## src/common/mboot_macros.svh

```systemverilog
`ifndef MBOOT_MACROS_SVH
`define MBOOT_MACROS_SVH

////////////////////
// Bus widths
`define MBOOT_ADR_W     6
`define MBOOT_DAT_W     32
`define MBOOT_RDAT_W    19

// Register offsets
`define MBOOT_OFS_FLASH 6'h00
`define MBOOT_OFS_ICAPO 6'h04
`define MBOOT_OFS_ICAPI 6'h08

////////////////////
// Reset levels, {sck, cs, mosi, hold_n, wp_n} and {clk, ce_n, write_n, data}
`define MBOOT_FLASH_RST 5'b01011
`define MBOOT_ICAP_RST  19'h60000

////////////////////
// Configuration words
`define MBOOT_SYNC_WORD  16'hAA99
`define MBOOT_CMD_IPROG  16'h000E
`define MBOOT_CMD_DESYNC 16'h000D
`define MBOOT_NOOP       16'h2000
`define MBOOT_BOOT_W     24

`endif

```

## src/common/mboot_pkg.sv

```systemverilog
`default_nettype none

package mboot_pkg;

	// Config register addresses, type-1 header bits [10:5]
	typedef enum logic [5:0] {
		CFG_CMD      = 6'h05,
		CFG_GENERAL1 = 6'h13,
		CFG_GENERAL2 = 6'h14
	} cfg_reg_t;

	typedef enum logic [1:0] {
		OP_NOP   = 2'b00,
		OP_READ  = 2'b01,
		OP_WRITE = 2'b10
	} cfg_op_t;

	typedef enum logic [1:0] {
		ST_UNSYNC,
		ST_HEADER,
		ST_WDATA,
		ST_RDATA
	} cfg_state_t;

	// Mirror bit order inside each byte of a port word
	function automatic logic [15:0] byte_rev16(input logic [15:0] w);
		logic [15:0] r;
		for (int i = 0; i < 8; i++) begin
			r[i]     = w[7-i];
			r[8+i]   = w[15-i];
		end
		return r;
	endfunction

endpackage

`default_nettype wire

```

## src/common/icap_if.sv

```systemverilog
`timescale 1ns/10ps
`default_nettype none

interface icap_if;

	// Software side levels
	logic        icap_clk;
	logic        icap_ce_n;    // Active low enable
	logic        icap_write_n; // Low = write, high = read
	logic [15:0] icap_i;       // Byte bit-reversed

	// Engine side
	logic        busy;
	logic [15:0] icap_o;

	modport driver (
		output icap_clk, icap_ce_n, icap_write_n, icap_i,
		input  busy, icap_o
	);

	modport engine (
		input  icap_clk, icap_ce_n, icap_write_n, icap_i,
		output busy, icap_o
	);

endinterface

`default_nettype wire

```

## src/logic/icap_cfg_engine.sv

```systemverilog
`timescale 1ns/10ps
`default_nettype none

`include "mboot_macros.svh"

module icap_cfg_engine
	import mboot_pkg::*;
(
	input  logic                     CLK_I,
	input  logic                     RST_I,

	icap_if.engine                   icap,

	output logic                     reboot,
	output logic [`MBOOT_BOOT_W-1:0] boot_addr
);

	cfg_state_t  state;
	cfg_reg_t    reg_sel;   // Register named by the last header
	logic        clk_d;
	logic        rise;
	logic        wr_edge;
	logic        rd_edge;
	logic        rd_first;
	logic [15:0] word;
	logic [15:0] general1;
	logic [15:0] general2;
	logic [15:0] cmd_q;
	logic        hdr_ok;
	cfg_op_t     hdr_op;
	cfg_reg_t    hdr_reg;

	////////////////////
	// Port clock edges
	assign rise    = icap.icap_clk & ~clk_d;
	assign wr_edge = rise & ~icap.icap_ce_n & ~icap.icap_write_n;
	assign rd_edge = rise & ~icap.icap_ce_n &  icap.icap_write_n;

	// Undo the per-byte mirroring
	assign word = byte_rev16(icap.icap_i);

	// Type-1 header, single word only
	assign hdr_op  = cfg_op_t'(word[12:11]);
	assign hdr_reg = cfg_reg_t'(word[10:5]);
	assign hdr_ok  = (word != `MBOOT_NOOP) && (word[15:13] == 3'b001) && (word[4:0] == 5'd1);

	////////////////////
	// Packet processor
	always_ff @(posedge CLK_I or posedge RST_I) begin
		if (RST_I) begin
			state     <= ST_UNSYNC;
			reg_sel   <= CFG_CMD;
			clk_d     <= 1'b1;  // Port clock idles high
			rd_first  <= 1'b0;
			general1  <= '0;
			general2  <= '0;
			cmd_q     <= '0;
			reboot    <= 1'b0;
			boot_addr <= '0;
			icap.busy   <= 1'b0;
			icap.icap_o <= '0;
		end else begin
			clk_d  <= icap.icap_clk;
			reboot <= 1'b0;
			if (wr_edge) begin
				case (state)
					ST_UNSYNC: begin
						if (word == `MBOOT_SYNC_WORD)
							state <= ST_HEADER;
					end
					ST_WDATA: begin
						state <= ST_HEADER;
						case (reg_sel)
							CFG_GENERAL1: general1 <= word;
							CFG_GENERAL2: general2 <= word;  // Low byte is boot_addr[23:16]
							CFG_CMD: begin
								cmd_q <= word;
								if (word == `MBOOT_CMD_IPROG) begin
									boot_addr <= {general2[7:0], general1};
									reboot    <= 1'b1;
								end else if (word == `MBOOT_CMD_DESYNC) begin
									state <= ST_UNSYNC;
								end
							end
							default: ;
						endcase
					end
					default: begin
						// Header, also ends an unfinished readback
						state     <= ST_HEADER;
						icap.busy <= 1'b0;
						if (hdr_ok && hdr_op == OP_WRITE) begin
							state   <= ST_WDATA;
							reg_sel <= hdr_reg;
						end else if (hdr_ok && hdr_op == OP_READ) begin
							state    <= ST_RDATA;
							reg_sel  <= hdr_reg;
							rd_first <= 1'b1;
						end
					end
				endcase
			end else if (rd_edge && state == ST_RDATA) begin
				if (rd_first) begin
					icap.busy <= 1'b1;  // First edge only flags busy
					rd_first  <= 1'b0;
				end else begin
					icap.busy <= 1'b0;
					state     <= ST_HEADER;
					case (reg_sel)
						CFG_GENERAL1: icap.icap_o <= general1;
						CFG_GENERAL2: icap.icap_o <= general2;
						CFG_CMD:      icap.icap_o <= cmd_q;
						default:      icap.icap_o <= '0;
					endcase
				end
			end
		end
	end

endmodule

`default_nettype wire

```

## src/mboot/mboot_regs.sv

```systemverilog
`timescale 1ns/10ps
`default_nettype none

`include "mboot_macros.svh"

module mboot_regs
	import mboot_pkg::*;
(
	input  logic                     CLK_I,
	input  logic                     RST_I,

	input  logic                     cyc,
	input  logic                     stb,
	input  logic                     we,
	input  logic [`MBOOT_ADR_W-1:0]  adr,
	input  logic [`MBOOT_DAT_W-1:0]  dat_w,
	input  logic [3:0]               sel,   // Byte selects ignored, registers are word wide
	output logic                     ack,
	output logic [`MBOOT_RDAT_W-1:0] dat_r,

	output logic                     spi_sck,
	output logic                     spi_cs,
	output logic                     spi_mosi,
	output logic                     spi_hold_n,
	output logic                     spi_wp_n,
	input  logic                     spi_miso,

	icap_if.driver                   icap
);

	logic        req;
	logic        flash_we;
	logic        icapo_we;
	logic        rd_req;
	logic [4:0]  flash_q;  // {sck, cs, mosi, hold_n, wp_n}
	logic [18:0] icap_q;   // {clk, ce_n, write_n, data}

	////////////////////
	// Bus handshake
	assign req      = cyc & stb & ~ack;
	assign flash_we = req & we & (adr == `MBOOT_OFS_FLASH);
	assign icapo_we = req & we & (adr == `MBOOT_OFS_ICAPO);
	assign rd_req   = req & ~we;

	// Single cycle acknowledge
	always_ff @(posedge CLK_I or posedge RST_I) begin
		if (RST_I)
			ack <= 1'b0;
		else
			ack <= req;
	end

	////////////////////
	// Flash pin levels
	always_ff @(posedge CLK_I or posedge RST_I) begin
		if (RST_I)
			flash_q <= `MBOOT_FLASH_RST;
		else if (flash_we)
			flash_q <= dat_w[4:0];
	end

	assign {spi_sck, spi_cs, spi_mosi, spi_hold_n, spi_wp_n} = flash_q;

	////////////////////
	// Config port levels
	always_ff @(posedge CLK_I or posedge RST_I) begin
		if (RST_I)
			icap_q <= `MBOOT_ICAP_RST;
		else if (icapo_we)
			icap_q <= dat_w[18:0];
	end

	assign icap.icap_clk     = icap_q[18];
	assign icap.icap_ce_n    = icap_q[17];
	assign icap.icap_write_n = icap_q[16];
	assign icap.icap_i       = byte_rev16(icap_q[15:0]); // Port wants bits mirrored per byte

	// Read mux, held through the ack cycle
	always_ff @(posedge CLK_I) begin
		if (rd_req) begin
			case (adr)
				`MBOOT_OFS_FLASH:
					dat_r <= {{(`MBOOT_RDAT_W-6){1'b0}}, spi_miso, flash_q};
				`MBOOT_OFS_ICAPO:
					dat_r <= icap_q;  // As written, before reversal
				`MBOOT_OFS_ICAPI:
					dat_r <= {2'b00, icap.busy, icap.icap_o};
				default:
					dat_r <= {2'b00, icap.busy, icap.icap_o}; // Unmapped reads the status
			endcase
		end
	end

endmodule

`default_nettype wire

```

## src/mboot/mboot_top.sv

```systemverilog
`timescale 1ns/10ps
`default_nettype none

`include "mboot_macros.svh"

module mboot_top (
	input  logic                     CLK_I,
	input  logic                     RST_I,

	// Bus slave
	input  logic                     cyc,
	input  logic                     stb,
	input  logic                     we,
	input  logic [`MBOOT_ADR_W-1:0]  adr,
	input  logic [`MBOOT_DAT_W-1:0]  dat_w,
	input  logic [3:0]               sel,
	output logic                     ack,
	output logic [`MBOOT_RDAT_W-1:0] dat_r,

	// Config flash pins
	output logic                     spi_sck,
	output logic                     spi_cs,
	output logic                     spi_mosi,
	output logic                     spi_hold_n,
	output logic                     spi_wp_n,
	input  logic                     spi_miso,

	output logic                     reboot,
	output logic [`MBOOT_BOOT_W-1:0] boot_addr
);

	icap_if icap ();

	mboot_regs i_regs (
		.CLK_I      (CLK_I),
		.RST_I      (RST_I),
		.cyc        (cyc),
		.stb        (stb),
		.we         (we),
		.adr        (adr),
		.dat_w      (dat_w),
		.sel        (sel),
		.ack        (ack),
		.dat_r      (dat_r),
		.spi_sck    (spi_sck),
		.spi_cs     (spi_cs),
		.spi_mosi   (spi_mosi),
		.spi_hold_n (spi_hold_n),
		.spi_wp_n   (spi_wp_n),
		.spi_miso   (spi_miso),
		.icap       (icap.driver)
	);

	// Stand-in for the device config port
	icap_cfg_engine i_engine (
		.CLK_I     (CLK_I),
		.RST_I     (RST_I),
		.icap      (icap.engine),
		.reboot    (reboot),
		.boot_addr (boot_addr)
	);

endmodule

`default_nettype wire

```

## config.mk

```make
export PLATFORM = sky130hd
export DESIGN_NAME = mboot_top
export DESIGN_NICKNAME = d
export VERILOG_FILES = /design/src/common/mboot_pkg.sv /design/src/common/icap_if.sv /design/src/logic/icap_cfg_engine.sv /design/src/mboot/mboot_regs.sv /design/src/mboot/mboot_top.sv
export VERILOG_INCLUDE_DIRS = /design/src /design/src/common
export SDC_FILE = /design/constraint.sdc
export NUM_CORES = 1
export LEC_CHECK = 0
export ABC_AREA = 1
export BUFFER_PORTS_ARGS = -buffer_cell sky130_fd_sc_hd__buf_2
export CAP_MARGIN = 20
export CELL_PAD_IN_SITES_DETAIL_PLACEMENT = 1
export CELL_PAD_IN_SITES_GLOBAL_PLACEMENT = 1
export CORE_ASPECT_RATIO = 1.5
export CORE_MARGIN = 2
export CORE_UTILIZATION = 38
export CTS_BUF_LIST = sky130_fd_sc_hd__clkbuf_16
export CTS_CLUSTER_SIZE = 30
export DETAILED_ROUTE_END_ITERATION = 7
export PLACE_DENSITY = 0.76
export SYNTH_ARGS = -nofsm -noshare
export SYNTH_HDL_FRONTEND = slang
export SYNTH_SLANG_ARGS = --single-unit
```

## constraint.sdc

```tcl
create_clock -name CLK_I -period 3.87 [get_ports CLK_I]
set_input_delay 0.387 -clock CLK_I [delete_from_list [all_inputs] [get_ports CLK_I]]
set_output_delay 0.387 -clock CLK_I [all_outputs]
set_load 0.01 [all_outputs]
```

==> run_results.csv, run 1 <==
group,metric,value,unit
worst_setup_path,cp_data_arrival_time,2.61,ns
clocking,clk_transition_reported_paths,0.06,ns
worst_hold_path,hold_path_class,"in -> async",
clocking,insertion_delay_of_the_later_clocked_pin_in_the_worst_skew_pair,0.42,ns
placement,buffer_ports.inserted,80,
sta,clock_skew,0.0119,ns
yosys,synth.ff_latch_count,144,
sta,timing.setup.tns,0,ns
global_routing,number_of_antenna_violations_at_the_first_check_in_global_routing,0,
sta,fin_ws,1.55,ns
layout,multi_input_area,2050,µm²
clocking,cts_tree,"done",
worst_setup_path,cp_slowest_stage_delay,0.57,ns
clocking,cts.sinks,144,
power_and_ir_drop,vdd_ir_drop_max,0.269,mV
power_and_ir_drop,power.total,3.11,mW
global_routing,global_route_wire_length_before_repair,27200,µm
power_and_ir_drop,power_leakage,3.65,nW
yosys,syn_inst,688,
worst_setup_path,cp_required,4.16,ns
global_routing,globalRouteOverflowTotal,0,
sta,slew_headroom,0.350,
die,core-area,15700,µm²
worst_setup_path,regToRegEndpoint,"i_engine.cmd_q[14]$_DFFE_PP0P_",
worst_setup_path,worstSetupStartpointType,"register",
routing,post-route-drc-count,0,
yosys,synth.top_cell.area_share,0.477,
sta,rsz_0062_raised_after_global_routing,"false",
die,floorplan.die.width,108,µm
yosys,post_synth_num_cell_types,33,
sta,final-setup-viol-count,0,
clocking,h_tree_level_count,4,
routing,post_drt_via_cell_ratio,5.02,
global_routing,vias_in_the_first_global_route,5376,
worst_setup_path,timing_startpoint_of_the_critical_path,"i_engine.reg_sel[0]$_DFFE_PP1P_",
yosys,synth_area_per_cell,8.91,µm²
die,dieHeight,160,µm
routing,routed_wl,16300,µm
sta,period_minus_slack,2.32,ns
layout,antenna_cells,0,
flow_run,max_cap_violations,0,
routing,drt-pass1-iter-count,4,
worst_setup_path,critical_path_class,"reg -> reg",
yosys,synth-seq-area-share,0.605,
layout,final_core_utilization,0.460,
routing,vias,4937,
sta,timing_hold_violations_final,0,
routing,wirelength_per_cell,16.5,µm
placement,numPlacedInstances,952,
yosys,synth.largest_area_cell,"sky130_fd_sc_hd__dfrtp_1",
worst_setup_path,path_buf_inv,2,
clocking,cts.hold.buffers_added,0,
yosys,synth_top_cells_by_area,"sky130_fd_sc_hd__dfrtp_1 48%, sky130_fd_sc_hd__nand2_1 15%, sky130_fd_sc_hd__edfxtp_1 9.3%",
clocking,cts_resized,0,
layout,layout.filler_cells,1904,
power_and_ir_drop,power_per_cell_area,430,nW/µm²
outcome,outcome,"complete, no violations",
yosys,mappedNetlistArea,6130,µm²
routing,final_antenna_net_count,0,
yosys,post_synthesis_net_count,736,
worst_setup_path,critPathTopFamily,"simple AND/OR/NAND/NOR gates",
global_routing,globalRouteTotalUtil,0.203,
worst_setup_path,worst-path-max-fanout,42,
sta,timing.final.max_slew_violations,0,
worst_setup_path,register_to_register_setup_slack,1.55,ns
sta,hold-worst-slack,0.153,ns
clocking,clk_path_buf_depth,2,
yosys,ys.warnings.count,0,
placement,pre_cts_slack,1.32,ns
layout,finalNonFillerCells,984,
layout,fin_nets,816,
die,ios,98,
clocking,number_of_buffers_created_by_cts,17,
worst_setup_path,worst_r2r_path_depth,7,
worst_setup_path,worst_setup_path_end_kind,"register",
die,fp.dieArea,17200,µm²
worst_setup_path,worst_reg2reg_startpoint,"i_engine.reg_sel[0]$_DFFE_PP1P_",
worst_setup_path,timing.critical_path.cells,"nand3_2 > nor2_4 > inv_4 > nor2_8 > inv_2 > nand2_1 > o21ai_1",
sta,period_share,0.599,
worst_setup_path,crit_path_top_delay_cell,"sky130_fd_sc_hd__dfstp_2",
clocking,root_buffer_cell,"sky130_fd_sc_hd__clkbuf_16",
die,floorplan.rows,56,
layout,post_route_cells_drive_above_1_share,0.186,
layout,final_design_area_no_fill,7230,µm²
global_routing,grt_max_degree,71,
sta,timing_worst_slew_pin_value,0.973,ns
clocking,cts_post_setup_buffers_inserted,0,
layout,seq_area,3710,µm²
routing,drtIter0Drc,164,
die,starting_utilization_of_the_core_area,0.391,
sta,max_freq,0.432,GHz
placement,globalplace.congestion,0.827,
layout,areaGrowthSynthToFinish,17.8,%
placement,hpwlAfterDp,11500,µm
placement,placed_area,6700,µm²
[per-layer routing]
layer	share of wire	up-vias	track usage
met3	0.030	23	0.0364
met4	0.021	0	0.0676
met1	0.42	2463	0.247
met5	0	-	0
met2	0.53	86	0.357
li1	-	2365	-
[area by class of cell]
class / instances / area share
timing repair buffer: 88 / 0.0637
clock buffer: 17 / 0.0589
tap: 203 / 0.0352
multi-input combinational: 457 / 0.284
clock inverter: 15 / 0.0133
sequential: 144 / 0.513
inverter: 60 / 0.0319
[registers in the layout (all words and copies together) (netlist names), 2 cells and up]
register / flops
i_engine.icap.icap_o: 16
i_engine.reg_sel: 6
i_engine.cmd_q: 16
i_regs.dat_r: 19
i_engine.boot_addr: 24
i_engine.state: 2
i_regs.icap_q: 19
i_regs.flash_q: 5
i_engine.general2: 16
i_engine.general1: 16
[synth_stat cells]
cell type                   instances
sky130_fd_sc_hd__clkinv_1           1
sky130_fd_sc_hd__o21ai_0           71
sky130_fd_sc_hd__nor2_1            44
sky130_fd_sc_hd__nor2_4             1
sky130_fd_sc_hd__inv_2              1
sky130_fd_sc_hd__nand2_1          245
sky130_fd_sc_hd__and3b_1            1
sky130_fd_sc_hd__a21oi_1           17
sky130_fd_sc_hd__nand3_1           39
sky130_fd_sc_hd__nand2_4            1
sky130_fd_sc_hd__inv_4              1
sky130_fd_sc_hd__buf_6              3
sky130_fd_sc_hd__o21ai_2            6
sky130_fd_sc_hd__nand2_2            2
sky130_fd_sc_hd__o211ai_1          10
sky130_fd_sc_hd__nand4_1            1
sky130_fd_sc_hd__edfxtp_1          19
sky130_fd_sc_hd__buf_4              4
sky130_fd_sc_hd__o2bb2ai_1          4
sky130_fd_sc_hd__nor3_1             4
sky130_fd_sc_hd__buf_2             11
sky130_fd_sc_hd__nor2_2             1
sky130_fd_sc_hd__clkbuf_1           9
sky130_fd_sc_hd__dfstp_2            8
sky130_fd_sc_hd__nand3b_1           1
sky130_fd_sc_hd__o21ai_1            3
sky130_fd_sc_hd__nand3_2            2
sky130_fd_sc_hd__nor2_8             1
sky130_fd_sc_hd__and2_1             1
sky130_fd_sc_hd__nor4_1             1
sky130_fd_sc_hd__inv_1             57
sky130_fd_sc_hd__nor3_2             1
sky130_fd_sc_hd__dfrtp_1          117
[report_power, final]
part / switching (mW) / total [mW] / internal, mW / leakage, nW
logic: 0.0640 / 0.0884 / 0.0244 / 1.54
clock network: 0.647 / 1.46 / 0.811 / 0.258
registers: 0.0130 / 1.56 / 1.55 / 1.85
total: 0.724 / 3.11 / 2.38 / 3.65
[cell families (layout without fill, tap and decap cells)]
| logic type | Yosys count | count (layout) | share of synthesized area |
|---|---|---|---|
| buffers and inverters | 87 | 180 | 0.0620 |
| AO/OA/AOI/OAI | 111 | 111 | 0.101 |
| flip-flops | 144 | 144 | 0.605 |
| AND/OR/NAND/NOR | 346 | 346 | 0.233 |
[placed cells by master, fill, tap and decap left out, drive strengths merged]
cell type  instances
nand2            248
dfrtp            117
buf               88
o21ai             80
inv               62
nor2              47
nand3             41
edfxtp            19
a21oi             17
clkbuf            17
o211ai            10
clkinv            10
dfstp              8
nor3               5
o2bb2ai            4
clkinvlp           3
and2               1
nand4              1
and3b              1
nand3b             1
nor4               1
[worst max-delay path by stage]
stage | endpoint | cells past startpoint
2_1_floorplan | i_engine.boot_addr[0]$_DFFE_PP0P_ | 1
3_3_place_gp | i_regs.dat_r[10]$_DFFE_PP_ | 6
3_5_place_dp | i_regs.dat_r[10]$_DFFE_PP_ | 6
4_1_cts | i_engine.cmd_q[14]$_DFFE_PP0P_ | 7
5_1_grt | i_engine.cmd_q[14]$_DFFE_PP0P_ | 7
6_report | i_engine.cmd_q[14]$_DFFE_PP0P_ | 7
Note: power is estimated with default switching activity, not from simulation.
==> inputs of run 2 (changes only) <==
--- a/config.mk
+++ b/config.mk
@@ -13,7 +13,7 @@
 export CELL_PAD_IN_SITES_GLOBAL_PLACEMENT = 1
 export CORE_ASPECT_RATIO = 1.5
 export CORE_MARGIN = 2
-export CORE_UTILIZATION = 38
+export CORE_UTILIZATION = 40
 export CTS_BUF_LIST = sky130_fd_sc_hd__clkbuf_16
 export CTS_CLUSTER_SIZE = 30
 export DETAILED_ROUTE_END_ITERATION = 7
==> constraint.sdc (replaced) <==
create_clock -name CLK_I -period 2.3 [get_ports CLK_I]
set_input_delay 0.23 -clock CLK_I [delete_from_list [all_inputs] [get_ports CLK_I]]
set_output_delay 0.23 -clock CLK_I [all_outputs]
set_load 0.01 [all_outputs]
==> run_results.csv, run 2 (synthesis results as in run 1) <==
group,metric,value,unit
outcome,outcome,"complete, no violations",
global_routing,globalRouteTotalUtil,0.214,
power_and_ir_drop,vdd_ir_drop_max,0.393,mV
die,dieHeight,156,µm
worst_setup_path,cp_data_arrival_time,2.36,ns
power_and_ir_drop,combinationalPowerShare,0.030,
worst_setup_path,cp_required,2.60,ns
power_and_ir_drop,sw_share,0.220,
layout,fin_nets,829,
layout,post_route_cells_drive_above_1_share,0.196,
clocking,cts_tree,"done",
power_and_ir_drop,internal_power,4.31,mW
sta,timing_hold_violations_final,0,
global_routing,grt_util_met3,0.0497,
layout,final_core_utilization,0.492,
routing,vias,4964,
worst_setup_path,worst-path-max-fanout,25,
routing,wirelength_per_cell,16.3,µm
power_and_ir_drop,clock_power_share,0.496,
global_routing,number_of_antenna_violations_at_the_first_check_in_global_routing,0,
worst_hold_path,hold_path_class,"in -> reg",
routing,post_drt_via_cell_ratio,5.00,
layout,antenna_cells,0,
routing,post-route-drc-count,0,
placement,globalplace.congestion,0.845,
worst_setup_path,register_to_register_setup_slack,0.24,ns
worst_setup_path,critical_path_class,"reg -> reg",
layout,registers.top_by_ff_count,"i_engine.boot_addr",
die,ios,98,
layout,layout_top_registers,"i_engine.boot_addr: 24 flops, i_regs.dat_r: 19 flops, i_regs.icap_q: 19 flops",
sta,period_minus_slack,2.06,ns
routing,drtIter0Drc,190,
clocking,cts_resized,0,
die,floorplan.die.width,105,µm
sta,max_freq,0.486,GHz
clocking,cts.hold.buffers_added,1,
layout,final_common_cell,"sky130_fd_sc_hd__nand2_1",
power_and_ir_drop,net-switching-power,1.22,mW
sta,clock_skew,0.00835,ns
sta,rsz_0062_raised_after_global_routing,"false",
flow_run,max_cap_violations,0,
layout,final_cell_mix,"245 x sky130_fd_sc_hd__nand2_1, 117 x sky130_fd_sc_hd__dfrtp_1, 80 x sky130_fd_sc_hd__buf_2",
sta,final-setup-viol-count,0,
routing,final_antenna_net_count,0,
routing,drt-pass1-iter-count,4,
sta,period_share,0.894,
global_routing,vias_in_the_first_global_route,5423,
routing,routed_wl,16200,µm
global_routing,grt-busiest-layer,"met2",
power_and_ir_drop,power_frac_seq,0.475,
clocking,insertion_delay_of_the_later_clocked_pin_in_the_worst_skew_pair,0.42,ns
layout,largest_reg_flops,24,
sta,timing_worst_slew_pin_value,0.728,ns
clocking,clk_path_buf_depth,2,
die,floorplan.rows,55,
global_routing,grt_max_degree,86,
global_routing,globalRouteOverflowTotal,0,
worst_setup_path,worst_setup_path_end_kind,"register",
placement,buffer_ports.inserted,80,
power_and_ir_drop,power_leakage,3.74,nW
placement,hpwlAfterDp,11500,µm
sta,timing.final.max_slew_violations,0,
global_routing,grt_use_met1,0.258,
die,core-area,15100,µm²
global_routing,global_route_wire_length_before_repair,27400,µm
clocking,number_of_buffers_created_by_cts,17,
power_and_ir_drop,power_per_cell_area,746,nW/µm²
worst_setup_path,worstSetupStartpointType,"register",
sta,timing.setup.tns,0,ns
power_and_ir_drop,power.total,5.53,mW
layout,areaGrowthSynthToFinish,20.8,%
global_routing,grt_util_met2,0.377,
die,fp.dieArea,16400,µm²
sta,slew_headroom,0.514,
clocking,root_buffer_cell,"sky130_fd_sc_hd__clkbuf_16",
clocking,cts_post_setup_buffers_inserted,0,
die,starting_utilization_of_the_core_area,0.407,
clocking,clk_transition_reported_paths,0.06,ns
clocking,cts.sinks,144,
clocking,h_tree_level_count,4,
==> run 2: cell types whose count changed in the layout (fill, tap and decap cells not counted) <==
cell / change
sky130_fd_sc_hd__nor4_2: -1
sky130_fd_sc_hd__dlygate4sd3_1: +1
sky130_fd_sc_hd__clkinv_2: -3
sky130_fd_sc_hd__buf_12: +1
sky130_fd_sc_hd__buf_4: +11
sky130_fd_sc_hd__inv_4: -1
sky130_fd_sc_hd__clkbuf_16: +1
sky130_fd_sc_hd__nor4_4: +1
sky130_fd_sc_hd__bufinv_16: +2
sky130_fd_sc_hd__clkinv_1: +1
==> run 2: power by group through the flow <==
stage	clock network, mW	logic, mW	registers (mW)
after floorplan	0	0.0755	2.67
after global placement	0	0.161	2.67
after CTS	2.79	0.170	2.62
final	2.74	0.165	2.62
after global routing	2.90	0.188	2.62
after detailed placement	0	0.168	2.67
==> run 2: final timing paths <==
check,end,from,cells past startpoint
min in group asynchronous,i_engine.general1[14]$_DFFE_PP0P_,RST_I,4
max reg2reg,i_engine.boot_addr[16]$_DFFE_PP0P_,i_regs.icap_q[15]$_DFFE_PP0P_,7
min,i_regs.icap_q[18]$_DFFE_PP1P_,dat_w[18],3
max in group asynchronous,i_engine.reg_sel[0]$_DFFE_PP1P_,RST_I,4
max,i_engine.boot_addr[16]$_DFFE_PP0P_,i_regs.icap_q[15]$_DFFE_PP0P_,7
min reg2reg,i_engine.clk_d$_DFF_PP1_,i_regs.icap_q[18]$_DFFE_PP1P_,0
==> run 2: area by class of cell <==
cell class / count / area [µm²]
multi-input combinational: 457 / 2060
fill: 1763 / 7660
sequential: 144 / 3710
clock buffer: 18 / 450
timing repair buffer: 101 / 573
inverter: 60 / 231
tap: 199 / 249
clock inverter: 14 / 138
==> run 2: critical path, cell delays in order, from the launching register on <==
cell,delay (ns)
sky130_fd_sc_hd__dfrtp_1,0.39
sky130_fd_sc_hd__inv_1,0.20
sky130_fd_sc_hd__nand2_1,0.14
sky130_fd_sc_hd__nor3_1,0.28
sky130_fd_sc_hd__and3b_1,0.48
sky130_fd_sc_hd__nand2_4,0.25
sky130_fd_sc_hd__nand2_1,0.14
sky130_fd_sc_hd__nand2_1,0.06
==> run 2: metrics by stage <==
stage / instances / setup WS (ns) / hold slack, ns / instance area [µm²]
CTS: 993 / 0.232 / 0.0456 / 7410
global route: 993 / 0.0502 / 0.0447 / 7410
floorplan: 688 / 0.244 / 0.355 / 6140
finish: 993 / 0.243 / 0.0535 / 7410
global placement: 960 / 0.353 / 0.365 / 6810
detailed placement: 960 / 0.255 / 0.371 / 6810
==> run 2: layer usage <==
metal | vias to the layer above | wire (µm)
li1 | 2386 | -
met1 | 2467 | 6880
met2 | 94 | 8570
met3 | 17 | 527
met4 | 0 | 255
met5 | - | 0
==> inputs of run 3 (changes only) <==
--- a/config.mk
+++ b/config.mk
@@ -6,7 +6,6 @@
 export SDC_FILE = /design/constraint.sdc
 export NUM_CORES = 1
 export LEC_CHECK = 0
-export ABC_AREA = 1
 export BUFFER_PORTS_ARGS = -buffer_cell sky130_fd_sc_hd__buf_2
 export CAP_MARGIN = 20
 export CELL_PAD_IN_SITES_DETAIL_PLACEMENT = 1
@@ -17,7 +16,7 @@
 export CTS_BUF_LIST = sky130_fd_sc_hd__clkbuf_16
 export CTS_CLUSTER_SIZE = 30
 export DETAILED_ROUTE_END_ITERATION = 7
-export PLACE_DENSITY = 0.76
+export PLACE_DENSITY = 0.71
 export SYNTH_ARGS = -nofsm -noshare
 export SYNTH_HDL_FRONTEND = slang
 export SYNTH_SLANG_ARGS = --single-unit
==> run_results.csv, run 3 <==
group,metric,value,unit
outcome,outcome,"complete, but fails checks",
outcome,violations_in_the_final_reports,"hold timing",
worst_setup_path,crit_path_top_delay_cell,"sky130_fd_sc_hd__dfstp_2",
sta,max_freq,0.453,GHz
worst_setup_path,critical_path_class,"reg -> reg",
layout,largest_reg_flops,24,
sta,slew_headroom,0.534,
placement,numPlacedInstances,722,
routing,final_antenna_net_count,0,
worst_setup_path,regToRegEndpoint,"i_engine.reg_sel[1]$_DFFE_PP0P_",
routing,drt-pass1-iter-count,5,
worst_setup_path,cp_slowest_stage_delay,0.52,ns
sta,timing.setup.tns,0,ns
placement,hpwlAfterDp,10500,µm
yosys,synth.largest_area_cell,"sky130_fd_sc_hd__dfrtp_1",
clocking,cts.hold.buffers_added,0,
worst_setup_path,worst-path-max-fanout,7,
sta,period_minus_slack,2.21,ns
yosys,synth_top_cells_by_count,"117 x sky130_fd_sc_hd__dfrtp_1, 75 x sky130_fd_sc_hd__mux2_2, 47 x sky130_fd_sc_hd__nand2_1",
global_routing,globalRouteOverflowTotal,0,
yosys,post_synth_num_cell_types,50,
die,starting_utilization_of_the_core_area,0.406,
layout,post_route_cells_drive_above_1_share,0.454,
worst_setup_path,cp_data_arrival_time,2.50,ns
yosys,synth_area_per_cell,14.0,µm²
yosys,syn_inst,434,
layout,areaGrowthSynthToFinish,23.1,%
clocking,h_tree_level_count,4,
yosys,mappedNetlistArea,6060,µm²
worst_setup_path,cp_required,2.59,ns
global_routing,grt-busiest-layer,"met2",
yosys,synth_most_common_cell,"sky130_fd_sc_hd__dfrtp_1",
sta,clock_skew,0.0141,ns
yosys,synth_top_cells_by_area,"sky130_fd_sc_hd__dfrtp_1 48%, sky130_fd_sc_hd__mux2_2 14%, sky130_fd_sc_hd__edfxtp_1 9.4%",
layout,fin_nets,590,
yosys,synth.ff_latch_count,144,
global_routing,grt_use_met1,0.239,
clocking,cts_post_setup_buffers_inserted,0,
clocking,number_of_buffers_created_by_cts,17,
power_and_ir_drop,power_per_cell_area,726,nW/µm²
clocking,root_buffer_cell,"sky130_fd_sc_hd__clkbuf_16",
worst_hold_path,hold_path_class,"in -> async",
placement,buffer_ports.inserted,80,
global_routing,global_route_wire_length_before_repair,25000,µm
layout,final_core_utilization,0.499,
yosys,synth-seq-area-share,0.612,
sta,rsz_0062_raised_after_global_routing,"false",
placement,globalplace.congestion,0.800,
yosys,synthFlopType,"sky130_fd_sc_hd__dfrtp_1",
clocking,cts_tree,"done",
yosys,synth-async-reset-ratio,0.868,
sta,timing.final.max_slew_violations,0,
clocking,clk_path_buf_depth,2,
worst_setup_path,worst_reg2reg_startpoint,"i_regs.icap_q[18]$_DFFE_PP1P_",
worst_setup_path,worst_r2r_path_depth,4,
placement,pre_cts_slack,0.00848,ns
layout,antenna_cells,0,
global_routing,globalRouteTotalUtil,0.202,
routing,vias,4032,
sta,period_share,0.959,
sta,hold-worst-slack,-0.0456,ns
die,ios,98,
die,dieHeight,155,µm
die,floorplan.rows,55,
placement,placed_area,6880,µm²
layout,final_common_cell,"sky130_fd_sc_hd__dfrtp_1",
clocking,insertion_delay_of_the_later_clocked_pin_in_the_worst_skew_pair,0.41,ns
clocking,clk_transition_reported_paths,0.06,ns
routing,routed_wl,15400,µm
flow_run,max_cap_violations,0,
worst_setup_path,register_to_register_setup_slack,0.09,ns
layout,layout_top_registers,"i_engine.boot_addr: 24 flops, i_regs.dat_r: 19 flops, i_regs.icap_q: 19 flops",
sta,timing_worst_slew_pin_value,0.698,ns
power_and_ir_drop,vdd_ir_drop_max,0.444,mV
global_routing,vias_in_the_first_global_route,4535,
worst_setup_path,timing.critical_path.cells,"or4b_4 > nor4_2 > and4_2 > mux2_2",
clocking,cts.sinks,144,
worst_setup_path,worst_setup_path_end_kind,"register",
layout,layout.filler_cells,1576,
global_routing,grt_util_met3,0.0430,
yosys,synth-edff-count,19,
die,core-area,14900,µm²
die,floorplan.die.width,104,µm
routing,post-route-drc-count,0,
routing,wirelength_per_cell,20.4,µm
global_routing,grt_util_met2,0.361,
global_routing,grt_max_degree,126,
layout,registers.top_by_ff_count,"i_engine.boot_addr",
global_routing,number_of_antenna_violations_at_the_first_check_in_global_routing,0,
yosys,synth.top_cell.area_share,0.483,
worst_setup_path,worstSetupStartpointType,"register",
power_and_ir_drop,power_leakage,3.64,nW
power_and_ir_drop,power.total,5.42,mW
sta,fin_ws,0.0944,ns
routing,drtIter0Drc,238,
layout,final_design_area_no_fill,7460,µm²
layout,finalNonFillerCells,754,
layout,final_cell_mix,"117 x sky130_fd_sc_hd__dfrtp_1, 80 x sky130_fd_sc_hd__buf_2, 75 x sky130_fd_sc_hd__mux2_2",
routing,post_drt_via_cell_ratio,5.35,
die,fp.dieArea,16200,µm²
yosys,post_synthesis_net_count,482,
sta,final-setup-viol-count,0,
sta,timing_hold_violations_final,13,
yosys,ys.warnings.count,0,
[run 3: cell count changes in the layout (fill, tap and decap cells not counted), moves of 25 or more]
cell,before,now
sky130_fd_sc_hd__nand2_1,245,47
sky130_fd_sc_hd__mux2_2,0,75
sky130_fd_sc_hd__inv_1,57,1
sky130_fd_sc_hd__o21ai_0,71,23
sky130_fd_sc_hd__nor2_1,44,6
sky130_fd_sc_hd__nand3_1,39,14
[run 3: critical path, delay by kind of cell (launching register included)]
kind / cells / cell delay (ns)
muxes: 1 / 0.37
DFF: 1 / 0.52
and+or+nand+nor: 3 / 1.19
[run 3: cell families after synthesis]
family	after synthesis	synth area share
and+or+nand+nor	108	0.102
buffers and inverters	27	0.0242
DFF	144	0.612
muxes	108	0.206
xor gates and xnor gates	1	0.00145
AOI/OAI and AO/OA	46	0.0545
[run 3: metal layers]
| layer | part of all wire | wire length (µm) |
|---|---|---|
| met1 | 0.41 | 6240 |
| met3 | 0.035 | 534 |
| met2 | 0.54 | 8370 |
| met4 | 0.016 | 242 |
| met5 | 0 | 0 |
[run 3: repair_timing]
item | 4_1_cts | 5_1_grt
setup endpoints to repair | 2 | 16
gates cloned | 0 | 0
resized for setup | 1 | 3
hold endpoints to repair | 0 | 0
[run 3: cell type report]
cell class | count | area (µm²) | area share
clock buffers | 18 | 450 | 0.0604
multi-input cells | 263 | 2220 | 0.298
repair buffers | 114 | 706 | 0.0946
inverters | 2 | 11.3 | 0.00151
well taps | 199 | 249 | 0.0334
flip-flops and latches | 144 | 3710 | 0.497
clock inverters | 14 | 111 | 0.0149
[run 3: how the worst max path moves through the flow]
stage | slack (ns) | startpoint | to | cells past startpoint
after floorplan | 0.17 | i_engine.reg_sel[2]$_DFFE_PP1P_ | i_engine.boot_addr[10]$_DFFE_PP0P_ | 5
after global placement | 0.06 | i_regs.icap_q[8]$_DFFE_PP0P_ | i_engine.boot_addr[2]$_DFFE_PP0P_ | 5
after detailed placement | 0.008 | i_regs.icap_q[8]$_DFFE_PP0P_ | i_engine.boot_addr[21]$_DFFE_PP0P_ | 5
after CTS | 0.0004 | i_regs.icap_q[8]$_DFFE_PP0P_ | i_engine.boot_addr[21]$_DFFE_PP0P_ | 5
after global routing | 0.02 | i_regs.icap_q[18]$_DFFE_PP1P_ | i_engine.reg_sel[1]$_DFFE_PP0P_ | 4
final | 0.09 | i_regs.icap_q[18]$_DFFE_PP1P_ | i_engine.reg_sel[1]$_DFFE_PP0P_ | 4
[run 3: power by group]
part	internal, mW	switching (mW)	total [mW]
logic	0.0749	0.127	0.202
registers	2.61	0.0189	2.63
clock network	1.54	1.05	2.59
total	4.22	1.19	5.42
